$ cat config.mk
export PLATFORM = sky130hd
export DESIGN_NAME = nora_core
export DESIGN_NICKNAME = d
export VERILOG_FILES = /design/src/nora_pkg.sv /design/src/bus_sampler.sv /design/src/cpu_phaser.sv /design/src/icd_regs.sv /design/src/nora_core.sv /design/src/trace_buffer.sv
export SDC_FILE = /design/constraint.sdc
export NUM_CORES = 1
export LEC_CHECK = 0
export ABC_AREA = 1
export ABC_CLOCK_PERIOD_IN_PS = 3900
export BUFFER_PORTS_ARGS = -buffer_cell sky130_fd_sc_hd__buf_2
export CAP_MARGIN = 20
export CORE_ASPECT_RATIO = 1.2
export CORE_UTILIZATION = 35
export CTS_BUF_LIST = sky130_fd_sc_hd__clkbuf_4 sky130_fd_sc_hd__clkbuf_8
export DETAILED_ROUTE_END_ITERATION = 10
export GPL_TIMING_DRIVEN = 0
export PLACE_DENSITY = 0.55
export SLEW_MARGIN = 20
export SYNTH_ARGS = -nofsm -noshare
export SYNTH_HDL_FRONTEND = slang
export SYNTH_SLANG_ARGS = --single-unit
$ cat constraint.sdc
create_clock -name clk6x -period 3.9 [get_ports clk6x]
set_clock_uncertainty 0.2 [all_clocks]
set_input_delay 0.39 -clock clk6x [delete_from_list [all_inputs] [get_ports clk6x]]
set_output_delay 0.39 -clock clk6x [all_outputs]
set_load 0.02 [all_outputs]
$ cat src/nora_pkg.sv
// nora package: cpu bus types, trace word layout, debug register map, control bit positions
`default_nettype none

package nora_pkg;

    typedef logic [15:0] cpu_addr_t;    // cpu address bus
    typedef logic [7:0]  cpu_byte_t;    // data byte or 65C816 bank byte
    typedef logic [3:0]  dbg_addr_t;    // debug register address

    // one cpu cycle, 48 bits, byte 5 (bank) down to byte 0 (status)
    typedef struct packed {
        cpu_byte_t  bank;       // byte 5, zero on a 65C02
        cpu_addr_t  addr;       // bytes 4 and 3
        cpu_byte_t  data;       // byte 2, data bus at release_wr
        logic [2:0] zero;       // byte 1 from here
        logic       x_flag;     // X on 65C816, forced 1 in emulation or on 65C02
        logic       resn;
        logic       irqn;
        logic       nmin;
        logic       abortn;
        logic       rdy;        // byte 0 from here
        logic       m_flag;     // M, sampled late in the cycle
        logic       sync_vpa;   // SYNC (65C02) or VPA (65C816)
        logic       mln;
        logic       vpn;
        logic       vda;
        logic       ef;
        logic       rwn;
    } trace_word_t;

    // debug register map
    localparam dbg_addr_t REG_CTRL   = 4'd0;
    localparam dbg_addr_t REG_TSEL   = 4'd1;    // wr: sel 2:0, clear 3; rd: sel 2:0, count 7:4
    localparam dbg_addr_t REG_TBYTE0 = 4'd2;    // selected entry, byte 0
    localparam dbg_addr_t REG_TBYTE1 = 4'd3;
    localparam dbg_addr_t REG_TBYTE2 = 4'd4;
    localparam dbg_addr_t REG_TBYTE3 = 4'd5;
    localparam dbg_addr_t REG_TBYTE4 = 4'd6;
    localparam dbg_addr_t REG_TBYTE5 = 4'd7;    // bank byte

    // bit positions in REG_CTRL
    localparam int CTRL_RUN         = 0;    // let the phaser run
    localparam int CTRL_RESN        = 1;    // 0 holds the cpu in reset
    localparam int CTRL_FORCE_IRQ   = 2;
    localparam int CTRL_FORCE_NMI   = 3;
    localparam int CTRL_FORCE_ABORT = 4;
    localparam int CTRL_BLOCK_IRQ   = 5;    // block wins over force
    localparam int CTRL_BLOCK_NMI   = 6;
    localparam int CTRL_BLOCK_ABORT = 7;

endpackage

`default_nettype wire

$ cat src/bus_sampler.sv
// bus_sampler: cpu pin sampling at the phase strobes, trace word assembly
`timescale 1ns/1ps
`default_nettype none

module bus_sampler (
    input  wire                  clk6x,
    input  wire                  rst_n_i,
    input  wire                  latch_ad_i,
    input  wire                  release_wr_i,
    input  wire nora_pkg::cpu_addr_t cpu_addr_i,
    input  wire nora_pkg::cpu_byte_t cpu_data_i,
    input  wire                  cputype02_i,       // 1 = 65C02, 0 = 65C816
    input  wire                  cpu_mx_i,
    input  wire                  cpu_sync_vpa_i,
    input  wire                  cpu_mln_i,
    input  wire                  cpu_vpn_i,
    input  wire                  cpu_vda_i,
    input  wire                  cpu_ef_i,
    input  wire                  cpu_rwn_i,
    input  wire                  cpu_rdy_i,
    input  wire                  cpu_resn_i,        // live control lines from icd_regs
    input  wire                  cpu_irqn_i,
    input  wire                  cpu_nmin_i,
    input  wire                  cpu_abortn_i,
    output nora_pkg::trace_word_t trace_word_o
);

    import nora_pkg::*;

    logic      type02_q;        // board strap, resampled every cycle
    cpu_addr_t addr_q;
    cpu_byte_t bank_q;
    logic      x_flag_q;
    logic      m_flag_q;
    logic      sync_vpa_q;
    logic      mln_q;
    logic      vpn_q;
    logic      vda_q;
    logic      ef_q;
    logic      rwn_q;

    always_ff @(posedge clk6x)
    begin
        if (!rst_n_i)
            type02_q <= 1'b0;
        else
            type02_q <= cputype02_i;
    end

    always_ff @(posedge clk6x)
    begin
        if (latch_ad_i)                                     // phi2 rising
        begin
            addr_q     <= cpu_addr_i;
            bank_q     <= type02_q ? 8'h00 : cpu_data_i;    // 816 drives bank while phi2 low
            x_flag_q   <= cpu_mx_i | type02_q | cpu_ef_i;   // 8-bit index in emulation
            sync_vpa_q <= cpu_sync_vpa_i;
            mln_q      <= cpu_mln_i;
            vpn_q      <= cpu_vpn_i;
            vda_q      <= cpu_vda_i | type02_q;             // 65C02 has no vda, always valid
            ef_q       <= cpu_ef_i | type02_q;
            rwn_q      <= cpu_rwn_i;
        end
        if (release_wr_i)
            m_flag_q   <= cpu_mx_i | type02_q | ef_q;       // M is valid at phi2 falling
    end

    always_comb
    begin
        trace_word_o.bank     = bank_q;
        trace_word_o.addr     = addr_q;
        trace_word_o.data     = cpu_data_i;     // live, taken by the buffer at release_wr
        trace_word_o.zero     = 3'b000;
        trace_word_o.x_flag   = x_flag_q;
        trace_word_o.resn     = cpu_resn_i;
        trace_word_o.irqn     = cpu_irqn_i;
        trace_word_o.nmin     = cpu_nmin_i;
        trace_word_o.abortn   = cpu_abortn_i;
        trace_word_o.rdy      = cpu_rdy_i;      // live
        trace_word_o.m_flag   = m_flag_q;
        trace_word_o.sync_vpa = sync_vpa_q;
        trace_word_o.mln      = mln_q;
        trace_word_o.vpn      = vpn_q;
        trace_word_o.vda      = vda_q;
        trace_word_o.ef       = ef_q;
        trace_word_o.rwn      = rwn_q;
    end

endmodule

`default_nettype wire

$ cat src/cpu_phaser.sv
// cpu_phaser: cpu clock phase counter, phi2, latch and write-release strobes, stopped level
`timescale 1ns/1ps
`default_nettype none

module cpu_phaser #(
    parameter int CYCLE_LEN = 6             // clk6x cycles per cpu cycle, even, >= 4
) (
    input  wire  clk6x,
    input  wire  rst_n_i,
    input  wire  run_cpu_i,
    output logic cphi2_o,                   // cpu clock
    output logic latch_ad_o,                // first cycle of phi2 high
    output logic release_wr_o,              // last cycle of the cpu cycle
    output logic stopped_o                  // parked at counter 0
);

    localparam int CW   = $clog2(CYCLE_LEN);
    localparam int HALF = CYCLE_LEN / 2;

    logic [CW-1:0] cnt_q;
    logic [CW-1:0] cnt_nxt;
    logic          run_q;                   // run seen one cycle late at the park point

    // advance, wrap at the end, park at 0 while run is low
    always_comb
    begin
        if (cnt_q == CW'(CYCLE_LEN - 1))
            cnt_nxt = '0;
        else if ((cnt_q == '0) && !run_q)
            cnt_nxt = '0;                   // hold, current cpu cycle already done
        else
            cnt_nxt = cnt_q + 1'b1;
    end

    // outputs registered from the next count, so they line up with cnt_q
    always_ff @(posedge clk6x)
    begin
        if (!rst_n_i)
        begin
            cnt_q        <= '0;
            run_q        <= 1'b0;
            cphi2_o      <= 1'b0;
            latch_ad_o   <= 1'b0;
            release_wr_o <= 1'b0;
            stopped_o    <= 1'b1;           // parked out of reset
        end
        else
        begin
            run_q        <= run_cpu_i;
            cnt_q        <= cnt_nxt;
            cphi2_o      <= (cnt_nxt >= CW'(HALF));             // second half high
            latch_ad_o   <= (cnt_nxt == CW'(HALF));
            release_wr_o <= (cnt_nxt == CW'(CYCLE_LEN - 1));
            stopped_o    <= (cnt_q == '0) && (cnt_nxt == '0);   // held at 0
        end
    end

    // the two strobes sit in different phases of the cycle
    a_strobes_apart: assert property (@(posedge clk6x) disable iff (!rst_n_i)
        !(latch_ad_o && release_wr_o));

    // no clock edge reaches the cpu while parked
    a_phi2_quiet: assert property (@(posedge clk6x) disable iff (!rst_n_i)
        stopped_o |=> $stable(cphi2_o));

endmodule

`default_nettype wire

$ cat src/icd_regs.sv
// icd_regs: debug register port, control register, interrupt line gating, trace readback
`timescale 1ns/1ps
`default_nettype none

module icd_regs #(
    parameter int TRACE_DEPTH_BITS = 3
) (
    input  wire                         clk6x,
    input  wire                         rst_n_i,
    input  wire                         dbg_wr_i,
    input  wire                         dbg_rd_i,
    input  wire nora_pkg::dbg_addr_t    dbg_addr_i,
    input  wire nora_pkg::cpu_byte_t    dbg_wdata_i,
    output nora_pkg::cpu_byte_t         dbg_rdata_o,
    output logic                        dbg_rvalid_o,
    input  wire                         virqn_i,
    input  wire                         nmi_req_n_i,
    output logic                        run_cpu_o,
    output logic                        cpu_resn_o,
    output logic                        cpu_irqn_o,
    output logic                        cpu_nmin_o,
    output logic                        cpu_abortn_o,
    output logic [TRACE_DEPTH_BITS-1:0] trace_sel_o,
    output logic                        trace_clear_o,
    input  wire nora_pkg::trace_word_t  trace_word_i,
    input  wire [TRACE_DEPTH_BITS:0]    trace_count_i
);

    import nora_pkg::*;

    cpu_byte_t                     ctrl_q;
    cpu_byte_t                     rd_mux;
    logic [$bits(trace_word_t)-1:0] tw_bits;
    logic [2:0]                    tbyte_sel;
    logic                          wr_ctrl;
    logic                          wr_tsel;

    assign wr_ctrl       = dbg_wr_i && (dbg_addr_i == REG_CTRL);
    assign wr_tsel       = dbg_wr_i && (dbg_addr_i == REG_TSEL);
    assign trace_clear_o = wr_tsel && dbg_wdata_i[3];   // buffer clears on the write edge

    always_ff @(posedge clk6x)
    begin
        if (!rst_n_i)
        begin
            ctrl_q       <= '0;         // stopped, cpu held in reset
            trace_sel_o  <= '0;
            dbg_rvalid_o <= 1'b0;
        end
        else
        begin
            if (wr_ctrl)
                ctrl_q <= dbg_wdata_i;
            if (wr_tsel)
                trace_sel_o <= dbg_wdata_i[TRACE_DEPTH_BITS-1:0];
            dbg_rvalid_o <= dbg_rd_i;
        end
    end

    // cpu control lines, block overrides force
    assign run_cpu_o    = ctrl_q[CTRL_RUN];
    assign cpu_resn_o   = ctrl_q[CTRL_RESN];
    assign cpu_irqn_o   = (virqn_i & ~ctrl_q[CTRL_FORCE_IRQ]) | ctrl_q[CTRL_BLOCK_IRQ];
    assign cpu_nmin_o   = (nmi_req_n_i & ~ctrl_q[CTRL_FORCE_NMI]) | ctrl_q[CTRL_BLOCK_NMI];
    assign cpu_abortn_o = ~ctrl_q[CTRL_FORCE_ABORT] | ctrl_q[CTRL_BLOCK_ABORT];

    assign tw_bits   = trace_word_i;
    assign tbyte_sel = 3'(dbg_addr_i - REG_TBYTE0);     // 0..5 for the byte registers

    always_comb
    begin
        case (dbg_addr_i)
            REG_CTRL:
                rd_mux = ctrl_q;
            REG_TSEL:
                rd_mux = {4'(trace_count_i), 1'b0, 3'(trace_sel_o)};
            REG_TBYTE0, REG_TBYTE1, REG_TBYTE2, REG_TBYTE3, REG_TBYTE4, REG_TBYTE5:
                rd_mux = tw_bits[tbyte_sel * 8 +: 8];   // only meaningful while stopped
            default:
                rd_mux = 8'hFF;                         // unmapped
        endcase
    end

    always_ff @(posedge clk6x)
    begin
        if (dbg_rd_i)
            dbg_rdata_o <= rd_mux;
    end

    a_rvalid_after_rd: assert property (@(posedge clk6x) disable iff (!rst_n_i)
        dbg_rvalid_o |-> $past(dbg_rd_i));

endmodule

`default_nettype wire

$ cat src/nora_core.sv
// nora_core: top level joining phaser, bus sampler, trace buffer and debug registers
`timescale 1ns/1ps
`default_nettype none

module nora_core #(
    parameter int CYCLE_LEN        = 6,
    parameter int TRACE_DEPTH_BITS = 3
) (
    input  wire                      clk6x,
    input  wire                      rst_n_i,
    // cpu pins
    input  wire nora_pkg::cpu_addr_t cpu_addr_i,
    input  wire nora_pkg::cpu_byte_t cpu_data_i,
    input  wire                      cpu_mx_i,
    input  wire                      cpu_sync_vpa_i,
    input  wire                      cpu_mln_i,
    input  wire                      cpu_vpn_i,
    input  wire                      cpu_vda_i,
    input  wire                      cpu_ef_i,
    input  wire                      cpu_rwn_i,
    input  wire                      cpu_rdy_i,
    // board strap and interrupt sources
    input  wire                      cputype02_i,
    input  wire                      virqn_i,
    input  wire                      nmi_req_n_i,
    // debug port
    input  wire                      dbg_wr_i,
    input  wire                      dbg_rd_i,
    input  wire nora_pkg::dbg_addr_t dbg_addr_i,
    input  wire nora_pkg::cpu_byte_t dbg_wdata_i,
    // cpu control
    output wire                      cpu_phi2_o,
    output wire                      cpu_resn_o,
    output wire                      cpu_irqn_o,
    output wire                      cpu_nmin_o,
    output wire                      cpu_abortn_o,
    // status and debug readback
    output wire                      cpu_stopped_o,
    output nora_pkg::cpu_byte_t      dbg_rdata_o,
    output wire                      dbg_rvalid_o
);

    wire                        run_cpu;
    wire                        latch_ad;       // phi2 rising
    wire                        release_wr;     // end of cpu cycle, trace capture
    nora_pkg::trace_word_t      trace_word;     // live word from the sampler
    nora_pkg::trace_word_t      trace_rd;       // selected stored entry
    wire [TRACE_DEPTH_BITS-1:0] trace_sel;
    wire                        trace_clear;
    wire [TRACE_DEPTH_BITS:0]   trace_count;

    cpu_phaser #(.CYCLE_LEN(CYCLE_LEN)) u_phaser (
        .clk6x        (clk6x),
        .rst_n_i      (rst_n_i),
        .run_cpu_i    (run_cpu),
        .cphi2_o      (cpu_phi2_o),
        .latch_ad_o   (latch_ad),
        .release_wr_o (release_wr),
        .stopped_o    (cpu_stopped_o)
    );

    bus_sampler u_sampler (
        .clk6x          (clk6x),
        .rst_n_i        (rst_n_i),
        .latch_ad_i     (latch_ad),
        .release_wr_i   (release_wr),
        .cpu_addr_i     (cpu_addr_i),
        .cpu_data_i     (cpu_data_i),
        .cputype02_i    (cputype02_i),
        .cpu_mx_i       (cpu_mx_i),
        .cpu_sync_vpa_i (cpu_sync_vpa_i),
        .cpu_mln_i      (cpu_mln_i),
        .cpu_vpn_i      (cpu_vpn_i),
        .cpu_vda_i      (cpu_vda_i),
        .cpu_ef_i       (cpu_ef_i),
        .cpu_rwn_i      (cpu_rwn_i),
        .cpu_rdy_i      (cpu_rdy_i),
        .cpu_resn_i     (cpu_resn_o),   // control lines as driven to the cpu
        .cpu_irqn_i     (cpu_irqn_o),
        .cpu_nmin_i     (cpu_nmin_o),
        .cpu_abortn_i   (cpu_abortn_o),
        .trace_word_o   (trace_word)
    );

    trace_buffer #(.TRACE_DEPTH_BITS(TRACE_DEPTH_BITS)) u_trace (
        .clk6x   (clk6x),
        .rst_n_i (rst_n_i),
        .wr_i    (release_wr),
        .word_i  (trace_word),
        .clear_i (trace_clear),
        .sel_i   (trace_sel),
        .word_o  (trace_rd),
        .count_o (trace_count)
    );

    icd_regs #(.TRACE_DEPTH_BITS(TRACE_DEPTH_BITS)) u_icd (
        .clk6x         (clk6x),
        .rst_n_i       (rst_n_i),
        .dbg_wr_i      (dbg_wr_i),
        .dbg_rd_i      (dbg_rd_i),
        .dbg_addr_i    (dbg_addr_i),
        .dbg_wdata_i   (dbg_wdata_i),
        .dbg_rdata_o   (dbg_rdata_o),
        .dbg_rvalid_o  (dbg_rvalid_o),
        .virqn_i       (virqn_i),
        .nmi_req_n_i   (nmi_req_n_i),
        .run_cpu_o     (run_cpu),
        .cpu_resn_o    (cpu_resn_o),
        .cpu_irqn_o    (cpu_irqn_o),
        .cpu_nmin_o    (cpu_nmin_o),
        .cpu_abortn_o  (cpu_abortn_o),
        .trace_sel_o   (trace_sel),
        .trace_clear_o (trace_clear),
        .trace_word_i  (trace_rd),
        .trace_count_i (trace_count)
    );

endmodule

`default_nettype wire

$ cat src/trace_buffer.sv
// trace_buffer: circular store of the newest trace words, entry count, read by age
`timescale 1ns/1ps
`default_nettype none

module trace_buffer #(
    parameter int TRACE_DEPTH_BITS = 3
) (
    input  wire                         clk6x,
    input  wire                         rst_n_i,
    input  wire                         wr_i,
    input  wire nora_pkg::trace_word_t  word_i,
    input  wire                         clear_i,
    input  wire [TRACE_DEPTH_BITS-1:0]  sel_i,      // 0 = newest
    output nora_pkg::trace_word_t       word_o,
    output logic [TRACE_DEPTH_BITS:0]   count_o
);

    import nora_pkg::*;

    localparam int DEPTH = 1 << TRACE_DEPTH_BITS;
    localparam logic [TRACE_DEPTH_BITS:0] FULL = (TRACE_DEPTH_BITS + 1)'(DEPTH);

    trace_word_t                 mem [DEPTH];
    logic [TRACE_DEPTH_BITS-1:0] wr_ptr_q;          // next slot to write
    logic [TRACE_DEPTH_BITS-1:0] rd_idx;
    logic                        rd_hit;

    assign rd_idx = wr_ptr_q + ~sel_i;              // wr_ptr - 1 - sel, wraps
    assign rd_hit = {1'b0, sel_i} < count_o;        // older than the count reads zero

    always_ff @(posedge clk6x)
    begin
        if (!rst_n_i || clear_i)
        begin
            wr_ptr_q <= '0;
            count_o  <= '0;
        end
        else if (wr_i)
        begin
            wr_ptr_q <= wr_ptr_q + 1'b1;
            if (count_o != FULL)
                count_o <= count_o + 1'b1;          // saturate at depth
        end
    end

    always_ff @(posedge clk6x)
    begin
        if (wr_i)
            mem[wr_ptr_q] <= word_i;
        word_o <= rd_hit ? mem[rd_idx] : '0;
    end

    a_count_max: assert property (@(posedge clk6x) disable iff (!rst_n_i)
        count_o <= FULL);

endmodule

`default_nettype wire
# [Word level (Yosys, flattened, before mapping)]
# Memories as Yosys holds them, arrays and structs flattened. A register that Yosys moved wholly into a read port is not among the register bits.
# Cells that the tools add are included.
[totals] elab_cells=77 memories=1 ff_bits=71 input_bits=51 ramBits=360 out_inout_bits=15
[memory_table] name="u_trace.mem" depth=8 width=45 read_ports=1 rd_ports_with_merged_regs=1 wr=1 line_no="trace_buffer.sv:23" source="trace_word_t mem [DEPTH];"
[op_classes] n_mux=5 addsub=5 n_eq_ne=11 shift=1 n_lt_le_gt_ge=2 bitwise=14 reduce_logical=14
[ops] cell="$shiftx 48x7->8" count=1
[ops] cell="$pmux 8 s3" count=1
[ops] cell="$eq 4x3->1 const B" count=4
[ops] cell="$eq 4x2->1 const B" count=2
[ops] cell="$or 1x1->1" count=8
[ops] cell="$add 3x1->3 const B" count=2
[ops] cell="$eq 3x3->1 const B" count=2
[ops] cell="$logic_not 3->1" count=2
[ops] cell="$mux 3" count=2
[ops] cell="$reduce_or 6->1" count=1
[ops] cell="$logic_and 1x1->1" count=5
[ops] cell="$add 4x1->4 const B" count=1
[ops] cell="$eq 4x1->1 const B" count=1
[ops] cell="$logic_not 4->1" count=1
[ops] cell="$lt 3x4->1" count=1
[ops] cell="$ne 4x4->1 const B" count=1
[ops] cell="$add 3x3->3" count=1
[ops] cell="$eq 3x2->1 const B" count=1
[ops] cell="$ge 3x2->1 const B" count=1
[ops] cell="$logic_not 1->1" count=3
[ops] cell="$not 1->1" count=3
[ops] cell="$not 3->3" count=1
[ops] cell="$sub 3x2->3 const B" count=1
[ops] cell="$and 1x1->1" count=2
[ops] cell="3 further kinds" count=4

# [Logic depth before layout (Yosys ltp)]
# Gate-level depths: netlist (run 1).
[depth] ltp_word=6 ltp_mapped=11 ltp_nobuf=10

# [Cells and area by module]
# Synthesis (run 1) repeated with hierarchy kept, for this count alone.
[hier_totals] cells_unflattened=2201 hier_area_um2=21441.8
[modules_own_cells] mod="trace_buffer" cells_each=1795 area_per_inst_um2=18241.2 seq_area_each_um2=12632.1 n_inst=1
[modules_own_cells] mod="icd_regs" cells_each=278 area_per_inst_um2=1554.0 seq_area_each_um2=480.5 n_inst=1
[modules_own_cells] mod="bus_sampler" cells_each=84 area_per_inst_um2=1275.0 seq_area_each_um2=980.9 n_inst=1
[modules_own_cells] mod="cpu_phaser" cells_each=44 area_per_inst_um2=371.6 seq_area_each_um2=160.2 n_inst=1

# [Worst setup path after synthesis (run 1)]
# No wires, ideal clock.
[synth_path] path_type="reg2reg" start="register u_phaser.release_wr_o" end="memory u_trace.mem[0][0] (netlist bit), enable pin" stages_incl_launch_ff=4 path_slack_ns=0.556 n_path_buf=0 t_arrival_ns=2.696 setup_ns=0.448 required_time_ns=3.252 period_less_slack_ns=3.344 path_cell_list="dfxtp_1 inv_1 or2_2 nor2_1"
[synth_via] elab_chain_cells=2
[synth_lines] element="start: declaration" line_no="cpu_phaser.sv:13" source="output logic release_wr_o,"
[synth_lines] element="start signal: assignment" line_no="cpu_phaser.sv:53" source="release_wr_o <= (cnt_nxt == CW'(CYCLE_LEN - 1));"
[synth_lines] element="$mux 1" line_no="trace_buffer.sv:48" source="if (wr_i)"
[synth_lines] element="$mux 1 (implied by the code)" line_no="trace_buffer.sv:49" source="mem[wr_ptr_q] <= word_i;"
[synth_lines] element="end: declaration" line_no="trace_buffer.sv:23"
# Every way passes these cells.

# [Final worst setup path (run 1)]
[layout_path] start="register u_icd.trace_sel_o[0]" end="register, netlist name u_trace.word_o[27]"
[layout_via] elab_chain_cells=2 word_cells_on_any_way=4 classes_between="add/sub (1); order compare (1); bitwise (1); reduce/logical (1)"
[layout_lines] element="start: declaration" line_no="icd_regs.sv:23" source="output logic [TRACE_DEPTH_BITS-1:0] trace_sel_o,"
[layout_lines] element="start signal: assignment" line_no="icd_regs.sv:55" source="trace_sel_o <= dbg_wdata_i[TRACE_DEPTH_BITS-1:0];"
[layout_lines] element="$lt 3x4->1 / $not 3->3 (equally long branches)" line_no="trace_buffer.sv:29, trace_buffer.sv:28"
[layout_lines] element="$logic_not 1->1 (no line) / $add 3x3->3 (equally long branches)"
# Parallel ways exist; a longest one is shown, timed or not.
# A chain may end at the register's enable or synchronous reset.

==> results of run 1 <==
-- layer usage --
| layer | part of all wire, % | GRT usage, % | vias up |
|---|---|---|---|
| li1 | - | - | 6763 |
| met4 | 3.4 | 8.20 | 0 |
| met3 | 5.2 | 2.92 | 103 |
| met2 | 49 | 30.2 | 388 |
| met5 | 0 | 0 | - |
| met1 | 43 | 22.5 | 6447 |
-- kinds of logic (layout without fill, tap and decap cells) --
family	after synthesis	count (layout)
compound gates	95	95
simple gates	922	922
fa+ha+maj	11	11
xor+xnor	1	1
buf+inv	509	786
flops	473	473
-- cell usage after synthesis (3+ instances only) --
cell type	number	area share [%]
buf_2	39	0.98
inv_1	427	8.1
or2_2	3	0.094
edfxtp_1	400	60
buf_4	6	0.23
ha_1	10	0.63
a21oi_1	63	1.6
nand3_1	204	5.1
clkbuf_1	25	0.47
inv_2	3	0.057
nand2_1	658	12
buf_1	7	0.13
nand2_2	3	0.094
nor2_1	46	0.87
nor2_4	3	0.17
dfxtp_1	73	7.4
o21ai_0	32	0.81
-- sequential cells by signal, indices dropped and copies added, names as in the netlist, 3 cells and up --
name / cells
u_trace.mem: 360
u_icd.dbg_rdata_o: 8
u_phaser.cnt_q: 3
u_trace.wr_ptr_q: 3
u_sampler.bank_q: 8
u_trace.word_o: 45
u_trace.count_o: 4
u_icd.trace_sel_o: 3
u_icd.ctrl_q: 8
u_sampler.addr_q: 16
-- through the flow --
stage	worst slack [ns]	setup TNS [ns]
final	0.892	0
after global routing	0.764	0
after CTS	0.887	0
after detailed placement	0.917	0
after global placement	-1.64	-537.48
after floorplan	0.556	0
-- final cells by class --
type / count / area, sq um / area share [%]
flip-flops and latches: 473 / 13500 / 56.6
inverters: 431 / 1620 / 6.81
plain buffers: 78 / 372 / 1.56
repair buffers: 133 / 1270 / 5.35
clock inverters: 35 / 342 / 1.43
well taps: 727 / 910 / 3.82
multi-input cells: 1029 / 4460 / 18.7
clock buffers: 109 / 1350 / 5.67
-- path summary, 6_finish.rpt --
check / to / slack [ns] / depth (start not counted) / from
max reg2reg: u_trace.word_o[27]$_SDFF_PP0_ / 0.89 / 9 / u_icd.trace_sel_o[0]$_SDFFE_PN0N_
max: u_trace.word_o[27]$_SDFF_PP0_ / 0.89 / 9 / u_icd.trace_sel_o[0]$_SDFFE_PN0N_
min: u_icd.dbg_rdata_o[2]$_DFFE_PP_ / 0.08 / 5 / dbg_addr_i[3]
min reg2reg: u_phaser.run_q$_SDFF_PN0_ / 0.23 / 2 / u_icd.ctrl_q[0]$_SDFFE_PN0P_
-- critical path: cells and delay by family, from the launching register on --
kind | cells | cell delay (ns)
AO/OA/AOI/OAI | 1 | 0.31
adder cells (fa/ha/maj) | 2 | 0.68
flip-flops | 1 | 0.36
AND/OR/NAND/NOR | 3 | 0.31
buffers and inverters | 3 | 1.02
-- where the power goes --
group	internal [mW]	switching [mW]	leakage, nW	total, mW
Combinational	0.143	0.262	5.37	0.405
Clock	2.66	2.03	0.879	4.69
Sequential	5.54	0.0739	4.19	5.61
Total	8.34	2.36	10.4	10.7
==> results by group, run 1 <==
Clocking
  – Resize count post-CTS: 0
  – Hold buffers post-CTS: 54
  – Root Buffer: clkbuf_8
  – H-tree Lvls: 3
  – CTS tree: built
  – Clock transition at the registers of the reported paths: 0.07 ns
  – Sink Count: 473
  – Worst skew pair latency: 0.66 ns
  – Postcts setup bufs: 0
  – CTS buffer count: 80
  – Clock buffer depth: 3

Global route
  – Initial antenna violation count: 0
  – First-pass GRT wire length: 77700 microns
  – Largest net degree at the start of global routing: 32
  – Gr usage total: 18.0%
  – Total gr overflow: 0
  – Vias in the first global route: 13682

Layout
  – Most frequent cells in the layout: 658 x nand2_1, 427 x inv_1, 400 x edfxtp_1, 204 x nand3_1, 102 x buf_2
  – Final-layout fill cell count: 5288
  – # diodes: 0
  – Finished Cell Area: 23800 sq um
  – Final core occ: 42.5%
  – Commonest non-fill, non-tap cell in the layout: nand2_1
  – Fin nets: 2288
  – Layout cell share with drive strength beyond 1: 12.3%
  – Non-filler cells, final: 3015
  – Area added between synthesis and finish: 19.8%

Die
  – Die Height: 263 microns
  – Initial Util: 35.5%
  – Core ar.: 56000 sq um
  – IO Pins: 66
  – Die W: 219 microns
  – # rows: 95
  – Full die area: 57700 sq um

Placement
  – Placed Area: 21600 sq um
  – Port Buffers: 63
  – HPWL after detailed placement: 33800 microns
  – Placed cells: 2817
  – Routability cong.: 0.881

Worst setup path
  – Slowest-stage cell, CP: buf_1
  – Crit start category: flop
  – Ordered list of cells on the worst path: inv_1, ha_1, fa_1, buf_2, buf_1, nand3_1, nand2_1, nand2_1, a21oi_1
  – Slowest stage delay, CP: 0.55 ns
  – Crit. End Element: flop
  – Critical path arrival: 3.35 ns
  – Required time of the critical path: 4.24 ns
  – CP most frequent cell: nand2_1
  – CP Max Fanout: 10
  – Worst Path Class, Setup: reg -> reg

Synth
  – Synth Area in Compound Gates: 2.39%
  – #FFs+latches synth: 473
  – Synth Area per Inst: 9.88 sq um
  – Synth Cell Area: 19900 sq um
  – Fraction of registers with async set/reset: 0%
  – Synth Area in XOR/XNOR: 0.0441%
  – Synth cell types: 25
  – Post-synth EDFFs: 400
  – Sequential share of the synthesized area: 67.8%
  – Top_reg_cell synth: edfxtp_1
  – Cells after Synth: 2011
  – Multiplexer share of the synthesized area: 0%
  – Main combinational cell family by area after synthesis: simple AND/OR/NAND/NOR gates
  – Synth Warn #: 0
  – Synth Area in Adders: 0.731%
  – Post-Synth Simple-Gate Area: 19.0%
  – Post-synthesis net count: 2073

Power and ir drop
  – Power Total: 10.7 mW
  – Leakage power: 10.4 nW
  – Worst ir drop on vdd: 0.000416 V
  – PwrDens: 450 nW/um^2

STA
  – Final Max Slew Viols: 0
  – Hold Fails Final Rpt: 0
  – Slew HR: 47.4%
  – Tightest Pin Transition: 0.789 ns
  – Peak Freq: 332 MHz
  – Period utilization: 77.1%
  – Final min period: 3.01 ns
  – RSZ-0062 raised after global routing: no
  – Final hold slack: 0.0751 ns
  – Final setup violation count: 0

Min path
  – Worst hold path class: in -> reg

Drt
  – Vias: 13701
  – Avg WL per Cell: 16.8 microns
  – DR pass1 iterations: 5
  – DRC errors left: 0
  – DRT iter0 DRCs: 1137
  – Drt via density: 4.54
  – Antenna-violating nets left: 0
  – Total length of routed wires: 50700 microns

Outcome
  – Outcome: finished clean

Run
  – Total of max-cap violations: 0
No activity file was read; power rests on OpenSTA's default activity.
==> run 2, diff against run 1 <==
- ABC_CLOCK_PERIOD_IN_PS: 3900 -> 2650
- PLACE_DENSITY: 0.55 -> 0.57
- clock period: 3.9 -> 2.65 ns (I/O delays scaled with it)
==> run 2 against run 1 <==
  * Combinational power increased by 53%
  * Core utilization increased by 0.26 points
  * Sequential share of layout area decreased by 0.35 points
  * Sequential power increased by 47%
  * Via count increased by 1.1%
  * Global-route usage increased by 0.12 points
  * Critical path depth increased by 1
  * Die area unchanged
  * Routed wire length increased by 0.71%
  * Critical endpoint is now u_trace.word_o[35]$_SDFF_PP0_
==> results by group, run 2 (synthesis gave the netlist of run 1 again) <==
Min path
  – Hold Path Origin: virqn_i (was dbg_addr_i[3])
  – Worst hold path class: in -> reg (unchanged)

Layout
  – Layout cell share with drive strength beyond 1: 13.4% (was 12.3%)
  – Register with the most flip-flops: u_trace.mem (unchanged)
  – Sequential standard cell area: 13500 sq um (unchanged)
  – # diodes: 0 (unchanged)
  – Non-filler cells, final: 3030 (was 3015)
  – Most frequent cells in the layout: 657 x nand2_1, 427 x inv_1, 400 x edfxtp_1, 204 x nand3_1, 98 x buf_2 (was 658 x nand2_1, 427 x inv_1, 400 x edfxtp_1, 204 x nand3_1, 102 x buf_2)
  – Fin nets: 2301 (was 2288)
  – Multi-input logic area: 4500 sq um (was 4460 sq um)
  – Area added between synthesis and finish: 20.6% (was 19.8%)
  – Commonest non-fill, non-tap cell in the layout: nand2_1 (unchanged)
  – Final-layout fill cell count: 5265 (was 5288)
  – Largest registers: u_trace.mem x360, u_trace.word_o x45, u_sampler.addr_q x16 (unchanged)
  – Max reg flops: 360 (unchanged)
  – Finished Cell Area: 24000 sq um (was 23800 sq um)

Drt
  – Met2 WL post-DR: 24900 microns (was 24600 microns)
  – Total length of routed wires: 51100 microns (was 50700 microns)
  – DR pass1 iterations: 5 (unchanged)
  – Antenna-violating nets left: 0 (unchanged)
  – Avg WL per Cell: 16.9 microns (was 16.8 microns)
  – Drt via density: 4.57 (was 4.54)
  – Post-Route M1 WL: 21600 microns (was 21700 microns)
  – DRC errors left: 0 (unchanged)
  – Highest metal used: met4 (unchanged)
  – DR WL met3: 2770 microns (was 2650 microns)
  – Vias: 13857 (was 13701)
  – DRT iter0 DRCs: 892 (was 1137)

Clocking
  – Root Buffer: clkbuf_8 (unchanged)
  – Sink Count: 473 (unchanged)
  – CTS tree: built (unchanged)
  – Worst skew pair latency: 0.67 ns (was 0.66 ns)
  – H-tree Lvls: 3 (unchanged)
  – Clock transition at the registers of the reported paths: 0.07 ns (about the same)
  – CTS buffer count: 78 (was 80)
  – Clock buffer depth: 3 (unchanged)

Die
  – Full die area: 57700 sq um (unchanged)
  – Core ar.: 56000 sq um (unchanged)
  – Die Height: 263 microns (unchanged)
  – IO Pins: 66 (unchanged)
  – Initial Util: 35.5% (unchanged)
  – # rows: 95 (unchanged)
  – Die W: 219 microns (unchanged)

Worst setup path
  – Ordered list of cells on the worst path: inv_1, ha_1, fa_1, buf_4, inv_4, clkbuf_4, nand3_1, nand2_1, nand2_1, a21oi_1 (was inv_1, ha_1, fa_1, buf_2, buf_1, nand3_1, nand2_1, nand2_1, a21oi_1)
  – Critical path arrival: 2.96 ns (was 3.35 ns)
  – R2r startpoint: u_icd.trace_sel_o[0]$_SDFFE_PN0N_ (unchanged)
  – CP Max Fanout: 10 (unchanged)
  – Worst Path Class, Setup: reg -> reg (unchanged)
  – Setup crit start: u_icd.trace_sel_o[0]$_SDFFE_PN0N_ (unchanged)
  – Crit start category: flop (unchanged)
  – Crit. End Element: flop (unchanged)
  – Required time of the critical path: 3.01 ns (was 4.24 ns)
  – CP most frequent cell: nand2_1 (unchanged)
  – Slowest stage delay, CP: 0.46 ns (was 0.55 ns)
  – Slowest-stage cell, CP: fa_1 (was buf_1)

STA
  – Final min period: 2.60 ns (was 3.01 ns)
  – Final hold slack: 0.0343 ns (was 0.0751 ns)
  – Final setup violation count: 0 (unchanged)
  – Slew HR: 51.7% (was 47.4%)
  – Hold Fails Final Rpt: 0 (unchanged)
  – Peak Freq: 385 MHz (was 332 MHz)
  – Period utilization: 97.9% (was 77.1%)
  – Final Max Slew Viols: 0 (unchanged)
  – Tightest Pin Transition: 0.723 ns (was 0.789 ns)

Placement
  – Routability cong.: 0.877 (was 0.881)
  – Port Buffers: 63 (unchanged)
  – HPWL after detailed placement: 33300 microns (was 33800 microns)
  – Placed Area: 21500 sq um (was 21600 sq um)
  – Placed cells: 2817 (unchanged)

Global route
  – Total gr overflow: 0 (unchanged)
  – Initial antenna violation count: 0 (unchanged)
  – Gr usage total: 18.1% (was 18.0%)
  – Vias in the first global route: 13660 (was 13682)
  – First-pass GRT wire length: 78400 microns (was 77700 microns)
  – Largest net degree at the start of global routing: 32 (unchanged)

Run
  – Total of max-cap violations: 0 (unchanged)

Outcome
  – Outcome: finished clean (unchanged)

Power and ir drop
  – Leakage power: 10.5 nW (was 10.4 nW)
  – Worst ir drop on vdd: 0.000304 V (was 0.000416 V)
  – PwrDens: 652 nW/um^2 (was 450 nW/um^2)
## run 2: changes by cell type in the layout (fill, tap and decap cells not counted), moves of 8 or more
| cell | change |
|---|---|
| a21oi_1 | -8 |
| buf_4 | +8 |
| dlygate4sd3_1 | +11 |
| a21oi_2 | +8 |
| clkbuf_4 | +10 |
## run 2: metal layers
layer,up-vias,global-route usage [%]
met5,-,0
met4,0,8.22
met3,104,2.78
met2,389,30.0
met1,6580,23.1
li1,6784,-
## run 2: final cells by class
class	instances	share of cell area [%]
buffer	78	1.73
clock buffer	118	6.02
clock inverter	26	0.904
inverter	431	6.78
multi-input combinational	1029	18.8
sequential	473	56.3
tap	727	3.80
timing repair buffer	148	5.71
## run 2: worst max-delay path, delay by kind of cell, from the launching register on
| family | cells | cell delay, ns |
|---|---|---|
| AO/OA/AOI/OAI | 1 | 0.25 |
| adder cells (fa/ha/maj) | 2 | 0.67 |
| buffers and inverters | 4 | 0.76 |
| flip-flops | 1 | 0.36 |
| AND/OR/NAND/NOR | 3 | 0.25 |
## run 2: report_power, final
group / internal (mW) / switching [mW] / leakage, nW / total [mW]
registers: 8.15 / 0.108 / 4.19 / 8.26
logic: 0.222 / 0.397 / 5.45 / 0.619
clock network: 3.80 / 2.96 / 0.883 / 6.75
total: 12.2 / 3.46 / 10.5 / 15.6
## run 2: timing repair
action,4_1_cts,5_1_grt
hold buffers,65,0
gates resized for setup,16,23
pin swaps,1,2
endpoints found under the hold margin,147,0
cloned,0,0
buffers inserted,1,3
endpoints found under the setup margin,48,64
## run 2: final timing paths
path                                        end  slack (ns)  depth (start not counted)
setup / recovery  u_trace.word_o[35]$_SDFF_PP0_        0.05                         10
hold / removal     u_trace.mem[3][10]$_DFFE_PP_        0.03                          3
setup reg to reg  u_trace.word_o[35]$_SDFF_PP0_        0.05                         10
hold reg to reg       u_phaser.run_q$_SDFF_PN0_        0.24                          2
## run 2: metrics by stage
| stage | total power [mW] | setup WS, ns | TNS, ns | utilization (%) |
|---|---|---|---|---|
| finish | 15.6 | 0.0544 | 0 | 42.8 |
| global placement | 8.95 | -2.99 | -698.44 | 37.7 |
| CTS | 15.8 | 0.00392 | 0 | 42.7 |
| detailed placement | 8.96 | -0.326 | -5.70 | 38.5 |
| global route | 16.2 | -0.00105 | -0.00201 | 42.8 |
| floorplan | 8.68 | -0.694 | -124.92 | - |
==> run 3, diff against run 2 <==
- PLACE_DENSITY: 0.57 -> default
==> run 3 against run 2 <==
  * Maximum frequency barely moved
  * Critical path depth rose by 1
  * Via count rose by 1.1%
  * Sequential share of layout area fell by 0.18 points
  * Largest power group unchanged
  * Register-to-register slack barely moved
  * Count of clock-buffer cells in the layout fell by 7
  * Sequential power barely moved
  * Non-clock buffer count rose by 2
  * Core utilization rose by 0.13 points
  * First-iteration DRC count rose by 7.5%
  * Combinational power barely moved
  * Power fell by 0.50%
==> results by group, run 3 (synthesis gave the netlist of run 1 again) <==
Worst setup path
  – R2r worst-path depth: 11 (was 10)
  – Crit. End Element: flop (unchanged)
  – Setup crit start: u_icd.trace_sel_o[0]$_SDFFE_PN0N_ (unchanged)
  – R2r setup slk: 0.06 ns (was 0.05 ns)
  – Crit path depth: 11 (was 10)
  – Slowest stage delay, CP: 0.42 ns (was 0.46 ns)
  – RR Endpoint: u_trace.word_o[3]$_SDFF_PP0_ (was u_trace.word_o[35]$_SDFF_PP0_)
  – Critical path arrival: 2.93 ns (was 2.96 ns)
  – CP Max Fanout: 10 (unchanged)
  – CP most frequent cell: nand2_1 (unchanged)
  – WP buf/inv: 3 (was 4)
  – Slowest-stage cell, CP: fa_1 (unchanged)
  – R2r startpoint: u_icd.trace_sel_o[0]$_SDFFE_PN0N_ (unchanged)
  – Ordered list of cells on the worst path: inv_1, ha_1, fa_1, inv_1, nand2_1, nand2_1, nand2_1, nand2_4, buf_2, nand2_1, a21oi_1 (was inv_1, ha_1, fa_1, buf_4, inv_4, clkbuf_4, nand3_1, nand2_1, nand2_1, a21oi_1)
  – Worst Path Class, Setup: reg -> reg (unchanged)
  – Crit start category: flop (unchanged)
  – CP endpoint: u_trace.word_o[3]$_SDFF_PP0_ (was u_trace.word_o[35]$_SDFF_PP0_)
  – Required time of the critical path: 2.98 ns (was 3.01 ns)
  – Top Family by Delay on Critical Path: adder cells (was buffers and inverters)

Clocking
  – Clock transition at the registers of the reported paths: 0.07 ns (about the same)
  – H-tree Lvls: 3 (unchanged)
  – Root Buffer: clkbuf_8 (unchanged)
  – CTS tree: built (unchanged)
  – Sink Count: 473 (unchanged)
  – Clock buffer depth: 3 (unchanged)
  – Worst skew pair latency: 0.67 ns (about the same)
  – CTS buffer count: 79 (was 78)

Drt
  – Antenna-violating nets left: 0 (unchanged)
  – DRC errors left: 0 (unchanged)
  – DR pass1 iterations: 5 (unchanged)
  – DRT iter0 DRCs: 959 (was 892)
  – Total length of routed wires: 51000 microns (was 51100 microns)
  – Avg WL per Cell: 16.8 microns (was 16.9 microns)
  – Vias: 14007 (was 13857)
  – Drt via density: 4.62 (was 4.57)

Power and ir drop
  – Leakage power: 10.5 nW (about the same)
  – PwrDens: 647 nW/um^2 (was 652 nW/um^2)
  – Worst ir drop on vdd: 0.000475 V (was 0.000304 V)

STA
  – Final setup violation count: 0 (unchanged)
  – Peak Freq: 386 MHz (was 385 MHz)
  – Period utilization: 97.9% (about the same)
  – Final hold slack: 0.112 ns (was 0.0343 ns)
  – Final setup TNS: 0 ns (unchanged)
  – Final Max Slew Viols: 0 (unchanged)
  – Slew HR: 46.7% (was 51.7%)
  – Setup ws final: 0.0567 ns (was 0.0544 ns)
  – Tightest Pin Transition: 0.797 ns (was 0.723 ns)
  – Final min period: 2.59 ns (was 2.60 ns)
  – Hold Fails Final Rpt: 0 (unchanged)
  – RSZ-0062 raised after global routing: no

Layout
  – # diodes: 0 (unchanged)
  – Finished Cell Area: 24000 sq um (about the same)
  – Max reg flops: 360 (unchanged)
  – Layout cell share with drive strength beyond 1: 13.1% (was 13.4%)
  – Most frequent cells in the layout: 657 x nand2_1, 427 x inv_1, 400 x edfxtp_1, 204 x nand3_1, 100 x buf_2 (was 657 x nand2_1, 427 x inv_1, 400 x edfxtp_1, 204 x nand3_1, 98 x buf_2)
  – Area added between synthesis and finish: 20.9% (was 20.6%)
  – Fin nets: 2304 (was 2301)
  – Commonest non-fill, non-tap cell in the layout: nand2_1 (unchanged)
  – Non-filler cells, final: 3033 (was 3030)
  – Largest registers: u_trace.mem x360, u_trace.word_o x45, u_sampler.addr_q x16 (unchanged)
  – Register with the most flip-flops: u_trace.mem (unchanged)

Die
  – Core ar.: 56000 sq um (unchanged)
  – IO Pins: 66 (unchanged)
  – # rows: 95 (unchanged)
  – Die Height: 263 microns (unchanged)
  – Full die area: 57700 sq um (unchanged)
  – Die W: 219 microns (unchanged)
  – Initial Util: 35.5% (unchanged)

Placement
  – Port Buffers: 63 (unchanged)
  – Routability cong.: 0.895 (was 0.877)
  – HPWL after detailed placement: 34000 microns (was 33300 microns)
  – Place WS: -0.304 ns (was -0.326 ns)
  – Placed cells: 2819 (was 2817)
  – Placed Area: 21600 sq um (was 21500 sq um)

Run
  – Total of max-cap violations: 0 (unchanged)

Global route
  – Initial antenna violation count: 0 (unchanged)
  – Gr usage total: 18.0% (was 18.1%)
  – Vias in the first global route: 14060 (was 13660)
  – First-pass GRT wire length: 78100 microns (was 78400 microns)
  – Largest net degree at the start of global routing: 32 (unchanged)
  – Total gr overflow: 0 (unchanged)

Min path
  – Worst hold path class: in -> reg (unchanged)

Outcome
  – Outcome: finished clean (unchanged)
run 3: cell types whose count changed in the layout (fill, tap and decap cells not counted), sizes merged:
cell and change:
buf +2, clkinv +7, dlygate4sd3 +2, clkinvlp +6
inv -5, clkbuf -9
run 3: power breakdown:
| part | switching (mW) | total, mW | internal [mW] |
|---|---|---|---|
| clock | 2.95 | 6.67 | 3.72 |
| sequential | 0.108 | 8.26 | 8.15 |
| combinational | 0.396 | 0.619 | 0.223 |
| total | 3.46 | 15.5 | 12.1 |
run 3: metrics by stage:
| step | util (%) | total power, mW |
|---|---|---|
| floorplan | - | 8.68 |
| global placement | 37.7 | 8.94 |
| detailed placement | 38.6 | 8.96 |
| CTS | 42.8 | 15.7 |
| global route | 42.9 | 16.1 |
| finish | 42.9 | 15.5 |
run 3: how the worst min path moves through the flow:
stage	start	end	cells after the start
finish	cpu_addr_i[7]	u_sampler.addr_q[7]$_DFFE_PP_	2
global route	cpu_addr_i[7]	u_sampler.addr_q[7]$_DFFE_PP_	2
CTS	cpu_addr_i[7]	u_sampler.addr_q[7]$_DFFE_PP_	2
detailed placement	u_icd.ctrl_q[0]$_SDFFE_PN0P_	u_phaser.run_q$_SDFF_PN0_	2
global placement	u_icd.ctrl_q[0]$_SDFFE_PN0P_	u_phaser.run_q$_SDFF_PN0_	2
floorplan	dbg_rd_i	u_icd.dbg_rvalid_o$_SDFF_PN0_	2
run 3: worst reg2reg max path, stage by stage, from the launching register on:
cell	delay, ns
dfxtp_1	0.35
inv_1	0.07
ha_1	0.21
fa_1	0.42
inv_1	0.10
nand2_1	0.08
nand2_1	0.10
nand2_1	0.09
nand2_4	0.19
buf_2	0.30
nand2_1	0.09
a21oi_1	0.25
run 3: area by class of cell:
type                       instances  area, sq um
fill                            5256        32000
tap                              727          910
timing repair buffer             150         1470
clock buffer                     111         1400
clock inverter                    34          246
multi-input combinational       1029         4490
inverter                         431         1630
sequential                       473        13500
buffer                            78          410
run 3: routing by layer:
metal	routed length (microns)	track usage, %
met5	0	0
met4	1790	8.26
met3	3210	3.17
met2	25400	31.0
met1	20600	21.7
run 3: what timing repair did:
| action | 4_1_cts | 5_1_grt |
|---|---|---|
| endpoints found under the hold margin | 160 | 0 |
| hold buffers | 67 | 0 |
| setup buffers | 0 | 2 |
| pin swaps | 0 | 2 |
| resized for setup | 14 | 21 |
| setup endpoints to repair | 45 | 64 |
